==> src/hw/scan_cfg.svh <==
// -----------------------------------------------
// frame scan constants: raster, screen regions,
// step counts and frame-buffer address bases
// -----------------------------------------------
`ifndef SCAN_CFG_SVH
`define SCAN_CFG_SVH

// rotated screen in buffer pixels
`define SCR_W        240
`define SCR_H        320

// raster timing
`define H_VISIBLE    640
`define V_VISIBLE    480
`define H_LAST       799
`define V_LAST       524

// 16x16 sprite window around the centre
`define SPRITE_HALF  7
`define SPRITE_STEPS 256
`define NUM_SPRITES  5

// maze band, tiles 3 to 35
`define MAZE_Y0      24
`define MAZE_H       264

`define SCORE_X0     8
`define SCORE_Y0     8
`define SCORE_W      56
`define SCORE_H      8

`define LIVES_X0     8
`define LIVES_Y0     296
`define LIVES_W      80
`define LIVES_H      16

`define TEXT_X0      80
`define TEXT_Y0      176
`define TEXT_W       80

// power pellet tile corners
`define PELLET_LO    8
`define PELLET_HI    224
`define PELLET_Y_LO  56
`define PELLET_Y_HI  224

`define SCORE_ADDR0  63360
`define SCORE_STEPS  1728
`define TEXT_STEPS   640
`define ADDR_NONE    65535

`endif
==> src/hw/scan_pkg.sv <==
// -----------------------------------------------
// frame scan types: sprite positions, scan points
// and the scan region states
// -----------------------------------------------
`include "scan_cfg.svh"

package scan_pkg;

    // centre of one sprite
    typedef struct packed {
        logic [8:0] x;
        logic [8:0] y;
    } sprite_pos_t;

    // one buffer pixel coordinate
    typedef struct packed {
        logic [8:0] x;
        logic [8:0] y;
    } scan_point_t;

    typedef enum logic [2:0] {
        FULL_0,
        FULL_1,
        SPRITE_NEW,
        SPRITE_OLD,
        PELLET,
        SCORE,
        TEXT,
        IDLE
    } scan_state_t;

    // index 0 is pacman, then blinky, pinky, inky, clyde
    typedef sprite_pos_t [`NUM_SPRITES-1:0] sprite_set_t;

endpackage

==> src/hw/frame_scan_top.sv <==
// -----------------------------------------------
// frame scan top: latch, sequencer and address
// map as a three-stage pipeline
// -----------------------------------------------
`timescale 1ns/1ps
`include "scan_cfg.svh"

module frame_scan_top
    import scan_pkg::*;
(
    input  logic        vgaclk,
    input  logic        rst,
    input  logic [9:0]  hc,
    input  logic [9:0]  vc,
    input  logic        write_enable,
    input  logic        scanall,
    input  sprite_set_t sprites,
    output logic [8:0]  xpos,
    output logic [8:0]  ypos,
    output logic [15:0] address
);

    logic        frame_end;
    sprite_set_t cur_set;
    sprite_set_t prev_set;
    scan_point_t seq_point;
    scan_point_t map_point;

    // snapshot strobe for the latch
    assign frame_end = (hc == 10'(`H_LAST)) && (vc == 10'(`V_LAST));

    sprite_latch latch_i (
        .vgaclk       (vgaclk),
        .rst          (rst),
        .frame_end    (frame_end),
        .write_enable (write_enable),
        .sprites      (sprites),
        .cur          (cur_set),
        .prev         (prev_set)
    );

    scan_sequencer seq_i (
        .vgaclk  (vgaclk),
        .rst     (rst),
        .hc      (hc),
        .vc      (vc),
        .scanall (scanall),
        .cur     (cur_set),
        .prev    (prev_set),
        .point   (seq_point)
    );

    frame_addr_map map_i (
        .vgaclk    (vgaclk),
        .rst       (rst),
        .point_in  (seq_point),
        .point_out (map_point),
        .address   (address)
    );

    assign xpos = map_point.x;
    assign ypos = map_point.y;

endmodule

==> src/hw/frame_addr_map.sv <==
// -----------------------------------------------
// frame address map: scan point to ping-pong
// buffer address, registered with its point
// -----------------------------------------------
`timescale 1ns/1ps
`include "scan_cfg.svh"

module frame_addr_map
    import scan_pkg::*;
(
    input  logic        vgaclk,
    input  logic        rst,
    input  scan_point_t point_in,
    output scan_point_t point_out,
    output logic [15:0] address
);

    logic [15:0] px;
    logic [15:0] py;
    logic        in_maze;
    logic        in_score;
    logic        in_lives;
    logic [15:0] address_d;

    assign px = 16'(point_in.x);
    assign py = 16'(point_in.y);

    assign in_maze = (py >= 16'(`MAZE_Y0)) && (py < 16'(`MAZE_Y0 + `MAZE_H));

    assign in_score = (py >= 16'(`SCORE_Y0)) && (py < 16'(`SCORE_Y0 + `SCORE_H))
                   && (px >= 16'(`SCORE_X0)) && (px < 16'(`SCORE_X0 + `SCORE_W));

    assign in_lives = (py >= 16'(`LIVES_Y0)) && (py < 16'(`LIVES_Y0 + `LIVES_H))
                   && (px >= 16'(`LIVES_X0)) && (px < 16'(`LIVES_X0 + `LIVES_W));

    // maze band wins over the strips
    always_comb begin
        if (in_maze) begin
            address_d = px + (py - 16'(`MAZE_Y0)) * 16'(`SCR_W);
        end else if (in_score) begin
            address_d = 16'(`SCORE_ADDR0) + px + (py - 16'(`SCORE_Y0)) * 16'(`SCORE_W);
        end else if (in_lives) begin
            // lives area follows the score cells
            address_d = 16'(`SCORE_ADDR0 + `SCORE_W * `SCORE_H) + px
                      + (py - 16'(`LIVES_Y0)) * 16'(`LIVES_W);
        end else begin
            address_d = 16'(`ADDR_NONE);
        end
    end

    always_ff @(posedge vgaclk) begin
        if (rst) begin
            point_out <= '0;
            address   <= '0;
        end else begin
            point_out <= point_in;
            address   <= address_d;
        end
    end

endmodule

==> src/hw/scan_sequencer.sv <==
// -----------------------------------------------
// scan sequencer: region FSM and step counter,
// one registered scan point per cycle
// -----------------------------------------------
`timescale 1ns/1ps
`include "scan_cfg.svh"

module scan_sequencer
    import scan_pkg::*;
(
    input  logic        vgaclk,
    input  logic        rst,
    input  logic [9:0]  hc,
    input  logic [9:0]  vc,
    input  logic        scanall,
    input  sprite_set_t cur,
    input  sprite_set_t prev,
    output scan_point_t point
);

    localparam int SCORE_CELLS = `SCORE_W * `SCORE_H;

    scan_state_t state;
    scan_state_t state_d;
    logic [2:0]  sprite_idx;
    logic [2:0]  sprite_idx_d;
    logic [10:0] step;
    logic [10:0] step_d;
    logic [10:0] lives_step;
    logic        step_last;
    logic        frame_end;
    sprite_pos_t win_pos;
    scan_point_t point_d;

    assign frame_end  = (hc == 10'(`H_LAST)) && (vc == 10'(`V_LAST));
    assign win_pos    = (state == SPRITE_OLD) ? prev[sprite_idx] : cur[sprite_idx];
    assign lives_step = step - 11'(SCORE_CELLS);

    // pellet pass has the same length as a sprite window
    always_comb begin
        case (state)
            SPRITE_NEW, SPRITE_OLD, PELLET: step_last = (step == 11'(`SPRITE_STEPS - 1));
            SCORE:   step_last = (step == 11'(`SCORE_STEPS - 1));
            TEXT:    step_last = (step == 11'(`TEXT_STEPS - 1));
            default: step_last = 1'b0;
        endcase
    end

    always_comb begin
        state_d      = state;
        sprite_idx_d = sprite_idx;
        step_d       = step_last ? 11'd0 : step + 11'd1;
        case (state)
            FULL_0: begin
                step_d = '0;
                if (frame_end) begin
                    state_d = FULL_1;
                end
            end
            FULL_1, IDLE: begin
                step_d = '0;
                if (frame_end) begin
                    state_d      = scanall ? FULL_0 : SPRITE_NEW;
                    sprite_idx_d = '0;
                end
            end
            SPRITE_NEW: begin
                if (step_last) begin
                    state_d = SPRITE_OLD;
                end
            end
            SPRITE_OLD: begin
                if (step_last && sprite_idx == 3'(`NUM_SPRITES - 1)) begin
                    state_d = PELLET;
                end else if (step_last) begin
                    state_d      = SPRITE_NEW;
                    sprite_idx_d = sprite_idx + 3'd1;
                end
            end
            PELLET: begin
                if (step_last) begin
                    state_d = SCORE;
                end
            end
            SCORE: begin
                if (step_last) begin
                    state_d = TEXT;
                end
            end
            TEXT: begin
                if (step_last) begin
                    state_d = IDLE;
                end
            end
            default: state_d = FULL_0;
        endcase
    end

    // point for the current state and step
    always_comb begin
        point_d = '0;
        case (state)
            FULL_0, FULL_1: begin
                // off-screen lines stay at (0,0)
                if (vc < 10'(`V_VISIBLE)) begin
                    point_d.x = 9'(`SCR_W - 1) - vc[9:1];
                    point_d.y = (hc < 10'(`H_VISIBLE)) ? hc[9:1] : 9'(`SCR_H - 1);
                end
            end
            SPRITE_NEW, SPRITE_OLD: begin
                point_d.x = win_pos.x - 9'(`SPRITE_HALF) + 9'(step[3:0]);
                point_d.y = win_pos.y - 9'(`SPRITE_HALF) + 9'(step[7:4]);
            end
            PELLET: begin
                point_d.x = (step[6] ? 9'(`PELLET_HI) : 9'(`PELLET_LO)) + 9'(step[2:0]);
                point_d.y = (step[7] ? 9'(`PELLET_Y_HI) : 9'(`PELLET_Y_LO)) + 9'(step[5:3]);
            end
            SCORE: begin
                if (step < 11'(SCORE_CELLS)) begin
                    point_d.x = 9'(`SCORE_X0 + step % `SCORE_W);
                    point_d.y = 9'(`SCORE_Y0 + step / `SCORE_W);
                end else begin
                    point_d.x = 9'(`LIVES_X0 + lives_step % `LIVES_W);
                    point_d.y = 9'(`LIVES_Y0 + lives_step / `LIVES_W);
                end
            end
            TEXT: begin
                point_d.x = 9'(`TEXT_X0 + step % `TEXT_W);
                point_d.y = 9'(`TEXT_Y0 + step / `TEXT_W);
            end
            default: point_d = '0;
        endcase
    end

    always_ff @(posedge vgaclk) begin
        if (rst) begin
            state      <= FULL_0;
            sprite_idx <= '0;
            step       <= '0;
            point      <= '0;
        end else begin
            state      <= state_d;
            sprite_idx <= sprite_idx_d;
            step       <= step_d;
            point      <= point_d;
        end
    end

endmodule

==> src/hw/sprite_latch.sv <==
// -----------------------------------------------
// sprite latch: frame-end position snapshot with
// one previous-position bank per buffer
// -----------------------------------------------
`timescale 1ns/1ps
`include "scan_cfg.svh"

module sprite_latch
    import scan_pkg::*;
(
    input  logic        vgaclk,
    input  logic        rst,
    input  logic        frame_end,
    input  logic        write_enable,
    input  sprite_set_t sprites,
    output sprite_set_t cur,
    output sprite_set_t prev
);

    sprite_set_t prev_bank0;
    sprite_set_t prev_bank1;

    always_ff @(posedge vgaclk) begin
        if (rst) begin
            cur        <= '0;
            prev_bank0 <= '0;
            prev_bank1 <= '0;
        end else if (frame_end) begin
            cur <= sprites;
            // the bank being written keeps where it last drew
            if (write_enable) begin
                prev_bank0 <= cur;
            end else begin
                prev_bank1 <= cur;
            end
        end
    end

    // erase positions for the bank in use
    always_comb begin
        for (int i = 0; i < `NUM_SPRITES; i++) begin
            if (write_enable) begin
                prev[i] = prev_bank0[i];
            end else begin
                prev[i] = prev_bank1[i];
            end
        end
    end

endmodule

==> config.mk <==
export PLATFORM = sky130hd
export DESIGN_NAME = frame_scan_top
export DESIGN_NICKNAME = d
export VERILOG_FILES = /design/src/hw/scan_pkg.sv /design/src/hw/frame_scan_top.sv /design/src/hw/frame_addr_map.sv /design/src/hw/scan_sequencer.sv /design/src/hw/sprite_latch.sv
export VERILOG_INCLUDE_DIRS = /design/src /design/src/hw
export SDC_FILE = /design/constraint.sdc
export NUM_CORES = 1
export LEC_CHECK = 0
export ABC_AREA = 1
export BUFFER_PORTS_ARGS = -buffer_cell sky130_fd_sc_hd__buf_2
export CAP_MARGIN = 10
export CORE_ASPECT_RATIO = 1.5
export CORE_MARGIN = 2
export CORE_UTILIZATION = 55
export CTS_CLUSTER_SIZE = 12
export DETAILED_ROUTE_END_ITERATION = 8
export HOLD_SLACK_MARGIN = 0.15
export PLACE_DENSITY = 0.81
export SETUP_SLACK_MARGIN = 0.2
export SLEW_MARGIN = 20
export SYNTH_ARGS = -nofsm -noshare
export SYNTH_HDL_FRONTEND = slang
export SYNTH_SLANG_ARGS = --single-unit
==> constraint.sdc <==
create_clock -name vgaclk -period 6.13 [get_ports vgaclk]
set_input_delay 1.226 -clock vgaclk [delete_from_list [all_inputs] [get_ports vgaclk]]
set_output_delay 1.226 -clock vgaclk [all_outputs]
set_load 0.02 [all_outputs]
==> flow_metrics.env <==
export IMPL_postRouteAntennaNets=0
export IMPL_cts_root_buf="clkbuf_16"
export IMPL_slew_headroom_pct=30.5
export IMPL_grt_pass1_vias=19900
export IMPL_worstSetupPathType="flop to flop"
export IMPL_p_int_w=0.00390
export IMPL_fin_crit_sh_pct=77.5
export IMPL_layout_min_cycle_time_ns=4.75
export IMPL_syn_avg_cell_area_um2=6.92
export IMPL_clock_sinks=339
export IMPL_slew_viol_final=0
export IMPL_final_cells=3524
export IMPL_max_clock_freq_ghz=0.210
export IMPL_clkLatencyLatePin_ns=0.54
export IMPL_dp_cells=3470
export IMPL_synthCells=2983
export IMPL_cts_setup_buffers=0
export IMPL_p_comb_share_pct=21.0
export IMPL_worst_path_max_delay_cell="dfxtp_1"
export IMPL_numCtsBuffers=36
export IMPL_ys_flop_type="dfxtp_1"
export IMPL_rows=86
export IMPL_hp_class="flop to flop"
export IMPL_drive_gt1_share_pct=11.3
export IMPL_start_util_pct=55.9
export IMPL_swShare_pct=29.9
export IMPL_outcome="finished clean"
export IMPL_hold_viol=0
export IMPL_gp_congestion=0.959
export IMPL_arrival_ns=5.14
export IMPL_yosysWarnings=0
export IMPL_dr_pass1_iters=7
export IMPL_cp_slowest_stage_delay_ns=0.50
export IMPL_seq_area_frac_synth_pct=32.9
export IMPL_use_met2_pct=58.0
export IMPL_areaGrowthSynthToFinish_pct=9.96
export IMPL_ys_async_sr_fraction_pct=0
export IMPL_io_pins=148
export IMPL_grt_max_degree=148
export IMPL_rsz0062_at_grt="false"
export IMPL_clock_power_share_pct=38.5
export IMPL_synth_edf_count=0
export IMPL_pwr_share_seq_pct=40.5
export IMPL_synth_seq_cells=339
export IMPL_synth_cell_types=61
export IMPL_grt_use_total_pct=32.3
export IMPL_grt_pass1_wl_um=101000
export IMPL_drt_iter0_markers=1768
export IMPL_tightest_slew_ns=1.04
export IMPL_dieArea_um2=39100
export IMPL_switchingPower_w=0.00166
export IMPL_grt_remaining_overflow=0
export IMPL_grtUsageMet3_pct=3.60
export IMPL_fp_coreArea_um2=36900
export IMPL_cts_tree="done"
export IMPL_post_cts_resized=0
export IMPL_crit_top_cell="nand2_1"
export IMPL_vdd_drop_max_v=0.000228
export IMPL_cts_buffer_depth=3
export IMPL_use_met1_pct=35.9
export IMPL_fin_setup_tns_ns=0
export IMPL_n_antenna_cell=0
export IMPL_drc=0
export IMPL_grt_most_used_layer="met2"
export IMPL_wire_per_inst_um=18.3
export IMPL_end_kind="flop"
export IMPL_antenna_found_initial=0
export IMPL_htree_levels=2
export IMPL_cp_max_fo=8
export IMPL_hold_buffers=0
export IMPL_clk_pin_slew_ns=0.06
export IMPL_fin_nets=3263
export IMPL_die_h_um=241
export IMPL_die_w_um=162
export IMPL_finClkSkew_ns=0.0165
export IMPL_io_buffers=147
export IMPL_worstSetupStartpointType="flop"
export IMPL_final_setup_viol_count=0
export IMPL_power_density_nw_per_um2=245
export IMPL_vias=20700
export IMPL_wl_um=64400
export IMPL_via_per_inst=5.86
export IMPL_maxCapViolations=0
export IMPL_power_leakage_nw=10.1
export IMPL_synth_nets=3222
export IMPL_crit_required_ns=6.52
export IMPL_dp_hpwl_um=45500
export IMPL_syn_cell_area_um2=20600
## per-layer routing
metal  part of all wire, %  routed length, um
met5                     0                  0
met3                   6.0               3870
met2                    50              32000
met4                   7.2               4630
met1                    37              23900
## cell families after synthesis
family | after synthesis | synth area share (%)
AOI/OAI and AO/OA | 972 | 25.3
and+or+nand+nor | 866 | 19.2
buffers and inverters | 618 | 11.4
DFF | 339 | 32.9
adders and majority gates | 125 | 8.48
xor gates and xnor gates | 63 | 2.67
## power by group through the flow
stage | Clock [W] | Combinational (W) | Sequential [W]
5_1_grt | 0.00225 | 0.00131 | 0.00225
4_1_cts | 0.00216 | 0.00115 | 0.00225
6_report | 0.00214 | 0.00117 | 0.00225
3_5_place_dp | 0 | 0.00114 | 0.00230
3_3_place_gp | 0 | 0.00109 | 0.00230
2_1_floorplan | 0 | 0.000822 | 0.00232
## sequential cells by signal, indices dropped and copies added (netlist names)
signal and flops:
map_i.point_out 18, seq_i.sprite_idx 3, latch_i.cur 90, seq_i.step 11
map_i.address 16, seq_i.state 3, latch_i.prev_bank0 90, seq_i.point 18
latch_i.prev_bank1 90
## metrics by stage
stage / utilization, % / total power (W) / setup slack [ns] / cell area (um2) / hold slack [ns]
floorplan: - / 0.00314 / 0.998 / 20600 / 0.405
global placement: 58.5 / 0.00339 / 1.10 / 21600 / 0.432
detailed placement: 58.5 / 0.00344 / 0.980 / 21600 / 0.427
CTS: 61.5 / 0.00556 / 1.39 / 22700 / 0.438
global route: 61.5 / 0.00581 / 0.918 / 22700 / 0.456
finish: 61.5 / 0.00556 / 1.38 / 22700 / 0.434
## layout make-up
class,count,area [um2]
fillers,3402,14200
multi-input cells,2026,11500
flip-flops and latches,339,6790
inverters,445,1680
repair buffers,176,981
clock buffers,45,965
well taps,484,606
clock inverters,9,150
## worst max-delay path: cells and delay by family, from the launching register on
family          cells  cell delay, ns
fa+ha+maj           3            0.86
flops               1            0.50
buf+inv             4            0.29
simple gates       22            2.41
compound gates      3            0.52
## synth_stat cells (3+ instances only)
| cell type | number | area (um2) |
|---|---|---|
| nand3_1 | 131 | 656 |
| nand4_1 | 26 | 163 |
| clkinv_1 | 6 | 22.5 |
| ha_1 | 100 | 1250 |
| o21ai_0 | 429 | 2150 |
| inv_1 | 411 | 1540 |
| nor2_2 | 9 | 56.3 |
| dfxtp_1 | 339 | 6790 |
| fa_1 | 25 | 500 |
| a211oi_1 | 5 | 37.5 |
| xor2_1 | 43 | 377 |
| nor3_1 | 42 | 210 |
| clkbuf_1 | 147 | 552 |
| nand2_2 | 36 | 225 |
| buf_2 | 6 | 30.0 |
| nand2_1 | 327 | 1230 |
| o21ai_1 | 5 | 25.0 |
| nand3_4 | 4 | 70.1 |
| and2_1 | 8 | 50.1 |
| nor2_1 | 241 | 905 |
| buf_1 | 16 | 60.1 |
| nand2_4 | 6 | 67.6 |
| a31oi_1 | 81 | 507 |
| o21bai_1 | 6 | 45.0 |
| inv_2 | 25 | 93.8 |
| a32oi_1 | 8 | 70.1 |
| o22ai_1 | 5 | 31.3 |
| a21oi_1 | 371 | 1860 |
| a32o_1 | 4 | 40.0 |
| nand3b_1 | 6 | 45.0 |
| a221oi_1 | 5 | 43.8 |
| xnor2_1 | 20 | 175 |
| nor2_4 | 3 | 33.8 |
| nand3_2 | 12 | 120 |
| o211ai_1 | 25 | 188 |
| a41oi_1 | 3 | 26.3 |
| o31ai_1 | 6 | 45.0 |
| or2_2 | 4 | 25.0 |
| inv_4 | 3 | 18.8 |
| o221ai_1 | 4 | 35.0 |
## cells in the final DEF, fill, tap and decap left out, types with 12 or more instances in the layout
| cell type | count |
|---|---|
| nand3_2 | 12 |
| dfxtp_1 | 338 |
| nand4_1 | 26 |
| nand2_1 | 326 |
| nand2_2 | 36 |
| buf_2 | 146 |
| nor2_1 | 237 |
| inv_2 | 27 |
| o211ai_1 | 25 |
| buf_4 | 28 |
| a21oi_1 | 371 |
| a31oi_1 | 81 |
| nor3_1 | 41 |
| nand3_1 | 131 |
| ha_1 | 100 |
| fa_1 | 25 |
| xnor2_1 | 20 |
| clkbuf_16 | 36 |
| nor2_2 | 12 |
| xor2_1 | 43 |
| inv_1 | 410 |
| o21ai_0 | 429 |
## path summary, 6_finish.rpt
path             startpoint                  to  slack, ns  cells after the start
min reg2reg  seq_i.point[9]  map_i.point_out[9]       0.43                      2
min          seq_i.point[9]  map_i.point_out[9]       0.43                      2
max reg2reg   seq_i.step[7]     seq_i.point[13]       1.38                     32
max           seq_i.step[7]     seq_i.point[13]       1.38                     32
(Power assumes the default switching activity.)
